$ cat src/logic/window_pkg.sv
package window_pkg;

  // **************************************************
  // Data widths
  // **************************************************

  localparam int DWIDTH = 16;                  // Pixel width.
  localparam int LWIDTH = 8;                   // Width of the size fields.

  typedef logic signed [DWIDTH-1:0] pixel_t;

  // Run-time frame geometry that stays stable during a frame.
  typedef struct packed {
    logic [LWIDTH-1:0] img_size;               // Square image edge.
    logic [LWIDTH-1:0] fil_size;               // Filter edge.
    logic [LWIDTH-1:0] pad_size;               // Zero border on each side.
  } geometry_t;

  // Scan position over the padded frame.
  typedef struct packed {
    logic [LWIDTH-1:0] col;                    // Padded column.
    logic [LWIDTH-1:0] row;                    // Scan row since the request.
    logic [3:0]        line;                   // Ring slot being written.
  } scan_pos_t;

  typedef enum logic [1:0] {
    st_wait,
    st_charge,
    st_active
  } frame_state_t;

endpackage

$ cat src/logic/frame_fsm.sv
`timescale 1ns/100ps

module frame_fsm (
  input  logic                     clk,
  input  logic                     xrst,
  input  logic                     buf_req,
  input  logic                     charge_end,
  input  logic                     active_end,
  output window_pkg::frame_state_t state,
  output logic                     buf_ack
);

  window_pkg::frame_state_t state_next;

  // **************************************************
  // Next state
  // **************************************************

  always_comb begin
    state_next = state;
    case (state)
      window_pkg::st_wait: begin
        if (buf_req) begin
          state_next = window_pkg::st_charge;  // Start filling the ring.
        end
      end
      window_pkg::st_charge: begin
        if (charge_end) begin
          state_next = window_pkg::st_active;
        end
      end
      window_pkg::st_active: begin
        if (active_end) begin
          state_next = window_pkg::st_wait;    // Last padded row done.
        end
      end
      default: begin
        state_next = window_pkg::st_wait;
      end
    endcase
  end

  // **************************************************
  // State register
  // **************************************************

  always_ff @(posedge clk) begin
    if (!xrst) begin
      state <= window_pkg::st_wait;
    end else begin
      state <= state_next;
    end
  end

  // Idle means ready for a new frame.
  assign buf_ack = (state == window_pkg::st_wait);

endmodule

$ cat src/logic/scan_counter.sv
`timescale 1ns/100ps

module scan_counter #(
  parameter int MAXFIL = 5,
  parameter int MAXIMG = 32
) (
  input  logic                             clk,
  input  logic                             xrst,
  input  logic                             buf_req,
  input  window_pkg::frame_state_t         state,
  input  window_pkg::geometry_t            geom,
  output window_pkg::scan_pos_t            pos,
  output logic                             col_wrap,
  output logic                             charge_end,
  output logic                             active_end,
  output logic                             in_col,
  output logic                             buf_ready
);

  localparam int MAXPAD = (MAXFIL - 1) / 2;
  localparam int RING   = MAXFIL + 1;
  localparam int CWIDTH = $clog2(MAXIMG + 2 * MAXPAD + 1);

  logic [CWIDTH-1:0]             col_cnt;
  logic [CWIDTH-1:0]             row_cnt;
  logic [3:0]                    line_cnt;
  logic [window_pkg::LWIDTH-1:0] pad_width;     // Padded row length.
  logic [window_pkg::LWIDTH-1:0] col_next;
  logic [window_pkg::LWIDTH-1:0] row_next;
  logic                          running;
  logic                          ready_body;
  logic                          ready_lead;

  // **************************************************
  // Counters
  // **************************************************

  always_ff @(posedge clk) begin
    if (!xrst) begin
      col_cnt  <= '0;
      row_cnt  <= '0;
      line_cnt <= '0;
    end else if (!running) begin
      col_cnt  <= '0;
      row_cnt  <= '0;
      line_cnt <= '0;
    end else if (col_wrap) begin
      col_cnt  <= '0;
      row_cnt  <= row_cnt + 1'b1;
      line_cnt <= (line_cnt == 4'(RING - 1)) ? 4'd0 : line_cnt + 1'b1;  // Ring step.
    end else begin
      col_cnt <= col_cnt + 1'b1;
    end
  end

  assign pos.col  = {{(window_pkg::LWIDTH - CWIDTH){1'b0}}, col_cnt};
  assign pos.row  = {{(window_pkg::LWIDTH - CWIDTH){1'b0}}, row_cnt};
  assign pos.line = line_cnt;

  // **************************************************
  // Position conditions
  // **************************************************

  assign running   = (state != window_pkg::st_wait);
  assign pad_width = geom.img_size + (geom.pad_size << 1);
  assign col_next  = pos.col + 1'b1;
  assign row_next  = pos.row + 1'b1;

  assign col_wrap   = running && (pos.col == pad_width - 1'b1);
  assign charge_end = col_wrap && (pos.row == geom.fil_size - geom.pad_size - 1'b1);
  assign active_end = col_wrap && (pos.row == geom.img_size + geom.pad_size);
  assign in_col     = (pos.col >= geom.fil_size - 1'b1);   // Window fully inside row.

  // The pixel is captured one cycle ahead of its padded column.
  assign ready_body = running && (pos.row < geom.img_size)
                   && (col_next >= geom.pad_size)
                   && (col_next < geom.img_size + geom.pad_size);

  // Without padding the first column is fetched in the cycle before the row.
  assign ready_lead = (geom.pad_size == '0)
                   && (running ? (col_wrap && (row_next < geom.img_size)) : buf_req);

  assign buf_ready = ready_body || ready_lead;

endmodule

$ cat src/logic/line_mem.sv
`timescale 1ns/100ps

module line_mem #(
  parameter int DEPTH = 36
) (
  input  logic                     clk,
  input  logic                     we,
  input  logic [$clog2(DEPTH)-1:0] addr,
  input  window_pkg::pixel_t       wdata,
  output window_pkg::pixel_t       rdata
);

  window_pkg::pixel_t mem [DEPTH];              // One padded row.

  always_ff @(posedge clk) begin
    if (we) begin
      mem[addr] <= wdata;
    end
  end

  // Read is combinational from the write address.
  assign rdata = mem[addr];

endmodule

$ cat src/logic/window_shift.sv
`timescale 1ns/100ps

module window_shift #(
  parameter int MAXFIL = 5
) (
  input  logic                                          clk,
  input  logic                                          xrst,
  input  window_pkg::frame_state_t                      state,
  input  window_pkg::geometry_t                         geom,
  input  window_pkg::scan_pos_t                         pos,
  input  logic                                          col_wrap,
  input  logic                                          in_col,
  input  logic                                          buf_ready,
  input  window_pkg::pixel_t                            buf_input,
  output logic [MAXFIL:0]                               mem_we,
  output window_pkg::pixel_t                            mem_wdata,
  input  window_pkg::pixel_t [MAXFIL:0]                 mem_rdata,
  output logic                                          buf_valid,
  output window_pkg::pixel_t [MAXFIL*MAXFIL-1:0]        buf_window
);

  localparam int RING = MAXFIL + 1;
  localparam int WIN  = MAXFIL * MAXFIL;

  window_pkg::pixel_t                in_q;        // Captured pixel or zero on pad columns.
  logic [3:0]                        select;      // Slot of the oldest window row.
  logic [MAXFIL-1:0][3:0]            slot;
  logic [MAXFIL-1:0]                 row_ok;
  window_pkg::pixel_t [MAXFIL-1:0]   row_data;    // Newest column per window row.
  logic [window_pkg::LWIDTH-1:0]     fil_q;
  window_pkg::pixel_t [WIN-1:0]      win_q;
  logic [1:0]                        valid_q;

  // **************************************************
  // Line memory write side
  // **************************************************

  always_ff @(posedge clk) begin
    if (!xrst) begin
      in_q <= '0;
    end else if (buf_ready) begin
      in_q <= buf_input;
    end else begin
      in_q <= '0;
    end
  end

  assign mem_wdata = in_q;

  for (genvar k = 0; k < RING; k++) begin : g_we
    assign mem_we[k] = (state != window_pkg::st_wait) && (pos.line == 4'(k));
  end

  // **************************************************
  // Row select ring
  // **************************************************

  always_ff @(posedge clk) begin
    if (!xrst) begin
      select <= '0;
    end else if (state == window_pkg::st_wait) begin
      select <= 4'(RING) - geom.fil_size[3:0];   // Row minus filter modulo the ring.
    end else if (col_wrap) begin
      select <= (select == 4'(RING - 1)) ? 4'd0 : select + 1'b1;
    end
  end

  for (genvar i = 0; i < MAXFIL; i++) begin : g_row
    localparam logic [3:0]                    OFS = i;
    localparam logic [window_pkg::LWIDTH-1:0] IDX = i;
    logic [3:0]                    slot_sum;
    logic [window_pkg::LWIDTH-1:0] row_sum;

    assign slot_sum  = select + OFS;
    assign slot[i]   = (slot_sum >= 4'(RING)) ? slot_sum - 4'(RING) : slot_sum;
    assign row_sum   = pos.row + IDX;
    // Zero above the image and below it.
    assign row_ok[i] = (row_sum >= geom.fil_size)
                    && (row_sum < geom.img_size + geom.fil_size);
  end

  // **************************************************
  // Window array
  // **************************************************

  always_ff @(posedge clk) begin
    if (!xrst) begin
      row_data <= '0;
      fil_q    <= '0;
      win_q    <= '0;
      valid_q  <= '0;
    end else begin
      fil_q   <= geom.fil_size;                   // Travels with row_data.
      valid_q <= {valid_q[0], (state == window_pkg::st_active) && in_col};
      for (int i = 0; i < MAXFIL; i++) begin
        row_data[i] <= row_ok[i] ? mem_rdata[slot[i]] : '0;
        for (int j = 0; j < MAXFIL - 1; j++) begin
          if (int'(fil_q) == j + 1) begin
            win_q[i*MAXFIL+j] <= row_data[i];     // Newest column enters here.
          end else begin
            win_q[i*MAXFIL+j] <= win_q[i*MAXFIL+j+1];
          end
        end
        win_q[i*MAXFIL+MAXFIL-1] <= row_data[i];
      end
    end
  end

  assign buf_valid  = valid_q[1];
  assign buf_window = win_q;

endmodule

$ cat src/logic/linebuf_pad_top.sv
`timescale 1ns/100ps

module linebuf_pad_top #(
  parameter int MAXFIL = 5,
  parameter int MAXIMG = 32
) (
  input  logic                                   clk,
  input  logic                                   xrst,
  input  logic                                   buf_req,
  input  window_pkg::geometry_t                  geom,
  input  window_pkg::pixel_t                     buf_input,
  output logic                                   buf_ack,
  output logic                                   buf_ready,
  output logic                                   buf_valid,
  output window_pkg::pixel_t [MAXFIL*MAXFIL-1:0] buf_window
);

  localparam int MAXPAD = (MAXFIL - 1) / 2;
  localparam int RING   = MAXFIL + 1;
  localparam int DEPTH  = MAXIMG + 2 * MAXPAD;    // Widest padded row.
  localparam int AWIDTH = $clog2(DEPTH);

  window_pkg::frame_state_t          state;
  window_pkg::scan_pos_t             pos;
  logic                              col_wrap;
  logic                              charge_end;
  logic                              active_end;
  logic                              in_col;
  logic [MAXFIL:0]                   mem_we;
  window_pkg::pixel_t                mem_wdata;
  window_pkg::pixel_t [MAXFIL:0]     mem_rdata;

  frame_fsm u_frame_fsm (
    .clk        (clk),
    .xrst       (xrst),
    .buf_req    (buf_req),
    .charge_end (charge_end),
    .active_end (active_end),
    .state      (state),
    .buf_ack    (buf_ack)
  );

  scan_counter #(
    .MAXFIL (MAXFIL),
    .MAXIMG (MAXIMG)
  ) u_scan_counter (
    .clk        (clk),
    .xrst       (xrst),
    .buf_req    (buf_req),
    .state      (state),
    .geom       (geom),
    .pos        (pos),
    .col_wrap   (col_wrap),
    .charge_end (charge_end),
    .active_end (active_end),
    .in_col     (in_col),
    .buf_ready  (buf_ready)
  );

  window_shift #(
    .MAXFIL (MAXFIL)
  ) u_window_shift (
    .clk        (clk),
    .xrst       (xrst),
    .state      (state),
    .geom       (geom),
    .pos        (pos),
    .col_wrap   (col_wrap),
    .in_col     (in_col),
    .buf_ready  (buf_ready),
    .buf_input  (buf_input),
    .mem_we     (mem_we),
    .mem_wdata  (mem_wdata),
    .mem_rdata  (mem_rdata),
    .buf_valid  (buf_valid),
    .buf_window (buf_window)
  );

  // One line memory per ring slot.
  for (genvar k = 0; k < RING; k++) begin : g_line
    line_mem #(
      .DEPTH (DEPTH)
    ) u_line_mem (
      .clk   (clk),
      .we    (mem_we[k]),
      .addr  (pos.col[AWIDTH-1:0]),
      .wdata (mem_wdata),
      .rdata (mem_rdata[k])
    );
  end

endmodule

$ cat config.mk
export PLATFORM = sky130hd
export DESIGN_NAME = linebuf_pad_top
export DESIGN_NICKNAME = d
export VERILOG_FILES = /design/src/logic/window_pkg.sv /design/src/logic/frame_fsm.sv /design/src/logic/scan_counter.sv /design/src/logic/line_mem.sv /design/src/logic/window_shift.sv /design/src/logic/linebuf_pad_top.sv
export SDC_FILE = /design/constraint.sdc
export NUM_CORES = 2
export LEC_CHECK = 0
export BUFFER_PORTS_ARGS = -buffer_cell sky130_fd_sc_hd__buf_2
export CORE_ASPECT_RATIO = 0.5
export CORE_MARGIN = 3
export CORE_UTILIZATION = 35
export DETAILED_ROUTE_END_ITERATION = 6
export HOLD_SLACK_MARGIN = 0.08
export PLACE_DENSITY_LB_ADDON = 0.2
export SYNTH_ARGS = -nofsm -noshare
export SYNTH_HDL_FRONTEND = slang
export SYNTH_SLANG_ARGS = --single-unit
export TNS_END_PERCENT = 5
$ cat constraint.sdc
create_clock -name clk -period 4.6 [get_ports clk]
set_clock_uncertainty 0.05 [all_clocks]
set_input_delay 0.69 -clock clk [delete_from_list [all_inputs] [get_ports clk]]
set_output_delay 0.69 -clock clk [all_outputs]
set_load 0.005 [all_outputs]
### Yosys cells after proc, flatten, opt, wreduce, memory -nomap -nowiden

Memories as Yosys holds them, arrays and structs flattened. A register that Yosys moved wholly into a read port is not among the register bits.
Index checks and enable logic that the tools add are counted.

| word-level totals | value |
|---|---|
| flip-flop bits (word level) | 528 |
| RAM bits | 3456 |
| bits of input ports | 43 |
| output and inout port bits | 403 |
| word-level logic and storage cells | 211 |
| memories kept | 6 |

Memory list:

| name | words | bits a word | rd ports | clocked after memory_dff | write ports | RTL line | RTL |
|---|---|---|---|---|---|---|---|
| g_line[0].u_line_mem.mem | 36 | 16 | 1 | 1 | 1 | line_mem.sv:13 | `window_pkg::pixel_t mem [DEPTH];` |
| g_line[1].u_line_mem.mem | 36 | 16 | 1 | 1 | 1 | line_mem.sv:13 |  |
| g_line[2].u_line_mem.mem | 36 | 16 | 1 | 1 | 1 | line_mem.sv:13 |  |
| g_line[3].u_line_mem.mem | 36 | 16 | 1 | 1 | 1 | line_mem.sv:13 |  |
| g_line[4].u_line_mem.mem | 36 | 16 | 1 | 1 | 1 | line_mem.sv:13 |  |
| g_line[5].u_line_mem.mem | 36 | 16 | 1 | 1 | 1 | line_mem.sv:13 |  |

| operators by class | value |
|---|---|
| $add $sub $neg | 25 |
| order comparisons | 25 |
| equality and inequality tests | 18 |
| mux-type cells | 62 |
| bitwise logic cells | 2 |
| reduce and logical (&&, ||, !) cells | 35 |

Operators by type and width:

| operator | number |
|---|---|
| two-way mux 16 bit | 25 |
| binary-select mux 16 bit (select 3 bit) | 5 |
| less-than comparator 8 bit | 6 |
| greater-or-equal comparator 8 bit | 5 |
| two-way mux 4 bit | 9 |
| two-way mux 6 bit | 6 |
| adder 8 bit | 3 |
| equality test 6 x 8 -> 1 bit | 3 |
| subtractor 8 x 1 -> 8 bit, second input constant | 3 |
| greater-or-equal comparator 4 x 3 -> 1 bit, second input constant | 5 |
| logical AND 1 bit | 20 |
| less-than comparator 4 bit, second input constant | 5 |
| subtractor 4 x 3 -> 4 bit, second input constant | 5 |
| equality test 8 x 3 -> 1 bit, second input constant | 2 |
| greater-or-equal comparator 6 x 8 -> 1 bit | 2 |
| less-than comparator 6 x 8 -> 1 bit | 2 |
| adder 6 x 1 -> 7 bit, second input constant | 2 |
| adder 6 x 2 -> 7 bit, second input constant | 2 |
| AND reduction 2 bit | 7 |
| two-way mux 1 bit | 13 |
| adder 6 x 1 -> 6 bit, second input constant | 2 |
| equality test 4 x 3 -> 1 bit, second input constant | 3 |
| adder 4 x 1 -> 4 bit, second input constant | 2 |
| adder 4 x 2 -> 4 bit, second input constant | 2 |
| other kinds (21) | 28 |

### Logic depth before layout (Yosys ltp)

| logic depth | value |
|---|---|
| word-level depth | 9 |
| depth in mapped cells | 17 |
| mapped depth without buffers | 15 |

### Hierarchy

A second synthesis with hierarchy kept.

| unflattened totals | value |
|---|---|
| cells, all modules | 10097 |
| area, all modules | 157573.6 sq um |

Modules (own cells, without submodules):

| module | instances | cells an instance | area an instance (sq um) | seq. area each (sq um) |
|---|---|---|---|---|
| line_mem | 6 | 1195 | 22091.2 | 17296.6 |
| window_shift | 1 | 2562 | 22037.4 | 10209.8 |
| scan_counter | 1 | 355 | 2892.8 | 320.3 |
| frame_fsm | 1 | 10 | 96.3 | 40.0 |

### Worst setup path before layout

OpenSTA, ideal clock, no wires.

| path | value |
|---|---|
| path type | input port to output port |
| from | in geom[0] in the netlist's numbering |
| to | out buf_ready |
| data arrival time | 3.479 ns |
| data required time | 3.860 ns |
| path slack | 0.381 ns |
| cell stages on the path | 14 |
| path buffers | 1 |
| cell sequence | ha_1 fa_1 a21o_1 a21oi_1 o21bai_1 a21oi_1 xor2_1 ha_1 nand2_1 a21oi_1 a211o_1 a2111oi_0 a31o_2 clkbuf_1 |

| between the ends | value |
|---|---|
| word-level cells in the longest chain between the ends | 8 |
| elaborated cells between the ends (all ways) | 14 |
| those cells by class | 3 x add/sub; 2 x order compare; 1 x eq/ne; 1 x mux; 7 x reduce/logical |

Ends and longest elaborated chain:

| what | RTL line | RTL |
|---|---|---|
| start: declaration | linebuf_pad_top.sv:10 | `input window_pkg::geometry_t geom,` |
| adder 8 bit | scan_counter.sv:65 | `assign pad_width = geom.img_size + (geom.pad_size << 1);` |
| subtractor 8 x 1 -> 8 bit | scan_counter.sv:69 | `assign col_wrap = running && (pos.col == pad_width - 1'b1);` |
| equality test 6 x 8 -> 1 bit | scan_counter.sv:69 |  |
| logical AND 1 bit | scan_counter.sv:69 |  |
| logical AND 1 bit | scan_counter.sv:81 | `&& (running ? (col_wrap && (row_next < geom.img_size)) : buf_req);` |
| two-way mux 1 bit | scan_counter.sv:81 |  |
| logical AND 1 bit | scan_counter.sv:81 |  |
| logical OR 1 bit (*) | scan_counter.sv:83 | `assign buf_ready = ready_body \|\| ready_lead;` |
| end: declaration | linebuf_pad_top.sv:13 | `output logic buf_ready,` |

Every way passes the cells marked *; elsewhere a longest branch is shown, timed or not.

### Final worst setup path

Same ends and word-level chain as after synthesis.

==> key figures <==
Run status
  – Status: complete, but fails checks
  – Failing checks: DRC

Clocking
  – Clk buf depth: 4
  – TritonCTS clock tree: yes
  – Inserted Clock Buffers: 381
  – CTS clk-pin slew, worst paths: 0.06 ns
  – CTS H-tree lvls: 5
  – CTS Root Cell: clkbuf_16
  – Clock net sink count: 3984
  – Worst-Skew Late Latency: 0.94 ns

Floorplanning
  – IO Count: 446
  – Die ar.: 438000 um^2
  – # rows: 169
  – Die Ht: 469 um
  – Core area: 426000 um^2
  – Chip Width: 932 um
  – Starting density of the core: 35.3%

Worst setup path
  – CP arrival: 3.77 ns
  – CP required: 3.86 ns
  – CP Capture Type: output port
  – Worst setup path class: input pin to output port
  – Startpoint types: input pin
  – Critical path fanouts, max: 2

Synthesis
  – Number of synthesized flops with an enable pin: 3456
  – Yosys top cell area share: 69.1%
  – Mux cell area share after synthesis: 2.16%
  – YS warnings: 0
  – Syn Area/Cell: 16.3 um^2
  – Syn_nets: 9407
  – Compound-gate portion of the synthesized area: 12.8%
  – Syn Inst Count: 9222
  – Cell Area, Synth: 150000 um^2
  – Seq/Total Area, Yosys: 76.1%
  – Main synth FF type: edfxtp_1
  – Seq cells post-synth: 3984
  – Simple logic cell fraction of the synthesized area: 5.19%
  – Leading area contributor after synthesis: edfxtp_1
  – XOR/XNOR share of the synthesized area: 0.437%
  – Commonest cells in the netlist: edfxtp_1 (3456), a22oi_1 (1168), nand2_1 (821)
  – Post-Synth Adder-Cell Area: 1.20%
  – Asr flop ratio synth: 0%
  – Synth top area cells: edfxtp_1 (69%), dfxtp_1 (7.0%), a22oi_1 (5.8%)
  – Synth cell types: 75
  – Top-count cell post-synth: edfxtp_1
  – Largest family of logic cells by synthesized area: compound AO/OA/AOI/OAI gates

Drt
  – DR DRC count: 13
  – Drt first pass iters: 7
  – Max Used Layer: met5
  – Met2 wire len: 229000 um
  – ANT nets after route: 0
  – Met1 Wirelength: 225000 um
  – WL met3: 45800 um
  – Initial DRC Count: 11595
  – Vias: 91473
  – Wire per inst: 31.9 um
  – Vias per cell: 5.68
  – Post-Route WL: 513000 um

Timing
  – # setup viols final: 0
  – Final Cycle Share: 98.0%
  – Fmax: 222 MHz
  – Final Max Tran Viols: 0
  – Slew @ Worst Pin: 1.34 ns
  – Worst-case headroom to the max-slew limit: 10.4%
  – Final Critical Period: 4.51 ns
  – Hold Violations, Final: 0
  – Fin Hold WS: 0.217 ns

Worst hold path
  – Hold Path Class: input pin to flip-flop

Placed design
  – Routability cong.: 0.873
  – Inst Count DP: 15370
  – Placed Area: 163000 um^2
  – HPWL after detailed placement: 321000 um
  – Port Buf Inserts: 445

Cells and area
  – Layout fillers: 38509
  – Area grow syn2layout: 16.9%
  – Non-filler cells, final: 16098
  – Share of cells above drive strength 1: 19.9%
  – Nets: 10240
  – Post-layout instance area: 176000 um^2

Global route
  – Total congestion overflow: 0
  – Vias in the first global route: 87628
  – Initial antenna violation count: 30
  – Largest net degree at the start of global routing: 175
  – First-pass GRT wire length: 714000 um
  – Total GRT Usage: 22.6%

Power and ir drop
  – Overall power: 73.1 mW
  – Power Density: 416 nW/um^2
  – Leakage: 63.6 nW
  – VDD IR-drop max: 0.307 mV

Run
  – Max cap viols: 0
==> power breakdown <==
| group | internal [mW] | switching (mW) |
|---|---|---|
| clock | 17.2 | 13.8 |
| sequential | 38.7 | 0.0394 |
| combinational | 0.973 | 2.32 |
| total | 56.9 | 16.1 |
==> per-layer routing <==
metal,GRT usage [%],up-vias
li1,-,38753
met1,32.9,47994
met4,5.62,4
met5,0,-
met2,34.6,4112
met3,4.66,610
==> sequential cells by signal (all words and copies together), names as in the netlist <==
register and count:
g_line.u_line_mem.mem 3456, u_window_shift.buf_window 400, u_window_shift.row_data 80, u_window_shift.mem_wdata 16, u_window_shift.fil_q 8, u_scan_counter.col_cnt 6
u_scan_counter.row_cnt 6, u_scan_counter.line_cnt 4, u_window_shift.select 4, u_frame_fsm.state 2, u_window_shift.valid_q 2
==> critical path: stages <==
cell and delay [ns]:
buf_2 0.11, ha_2 0.22, fa_2 0.37, a21o_1 0.18, a21oi_2 0.17, o21bai_1 0.09
a21oi_1 0.16, xor2_1 0.25, ha_1 0.29, buf_4 0.14, a211o_1 0.28, a2111oi_4 0.41
a31o_4 0.24, buf_2 0.15
==> cell type report <==
class                   instances  area [um^2]  area share (%)
clock buffers                 481        10300            5.84
inverters                      65          244           0.139
multi-input cells            4544        33400            19.0
well taps                    5728         7170            4.08
flip-flops and latches       3984       114000            65.1
repair buffers               1079         8400            4.78
clock inverters               202         1740           0.990
diodes                         15         37.5          0.0214
==> cells by family (layout without fill, tap and decap cells) <==
logic type	after synthesis	in the layout
AND/OR/NAND/NOR	1614	1614
multiplexers	193	193
adder cells (fa/ha/maj)	142	142
AO/OA/AOI/OAI	2520	2520
XOR/XNOR	75	75
buffers and inverters	694	1827
flip-flops	3984	3984
other	0	15
==> per-stage QoR <==
stage	setup TNS, ns	worst slack, ns	util (%)
finish	0	0.0919	41.3
CTS	0	0.0270	41.2
global placement	-3.52	-0.586	38.3
global route	-0.0158	-0.0158	41.3
floorplan	0	0.381	-
detailed placement	-1.49	-0.459	38.4
==> repair_timing <==
action,in CTS,in global routing
buffers inserted,5,1
pin swaps,3,5
setup endpoints to repair,1,1
endpoints found under the hold margin,24,0
cloned,0,0
hold buffers,24,0
resized for setup,5,9
==> cell usage in the layout, fill, tap and decap left out, drive strengths merged, types with 92 or more instances in the layout <==
master | netlist | routed
ha | 138 | 138
dfxtp | 528 | 528
a21oi | 143 | 143
a221oi | 186 | 186
buf | 323 | 1055
mux2 | 92 | 92
a22oi | 1168 | 1168
and2 | 97 | 97
nand4 | 142 | 142
clkinv | 2 | 158
mux4 | 96 | 96
nor2 | 274 | 274
a31oi | 188 | 188
a22o | 251 | 251
a21boi | 324 | 324
nand2 | 821 | 821
edfxtp | 3456 | 3456
clkbuf | 306 | 481
==> final timing paths <==
path,slack [ns],from,end,cells past startpoint
max,0.09,geom[0],buf_ready,14
min,0.22,xrst,u_window_shift.buf_window[91],2
min reg2reg,0.39,u_window_shift.buf_window[105],u_window_shift.buf_window[89],2
max reg2reg,0.10,u_scan_counter.col_cnt[0],u_window_shift.row_data[14],11
No activity file was read; power rests on OpenSTA's default activity.
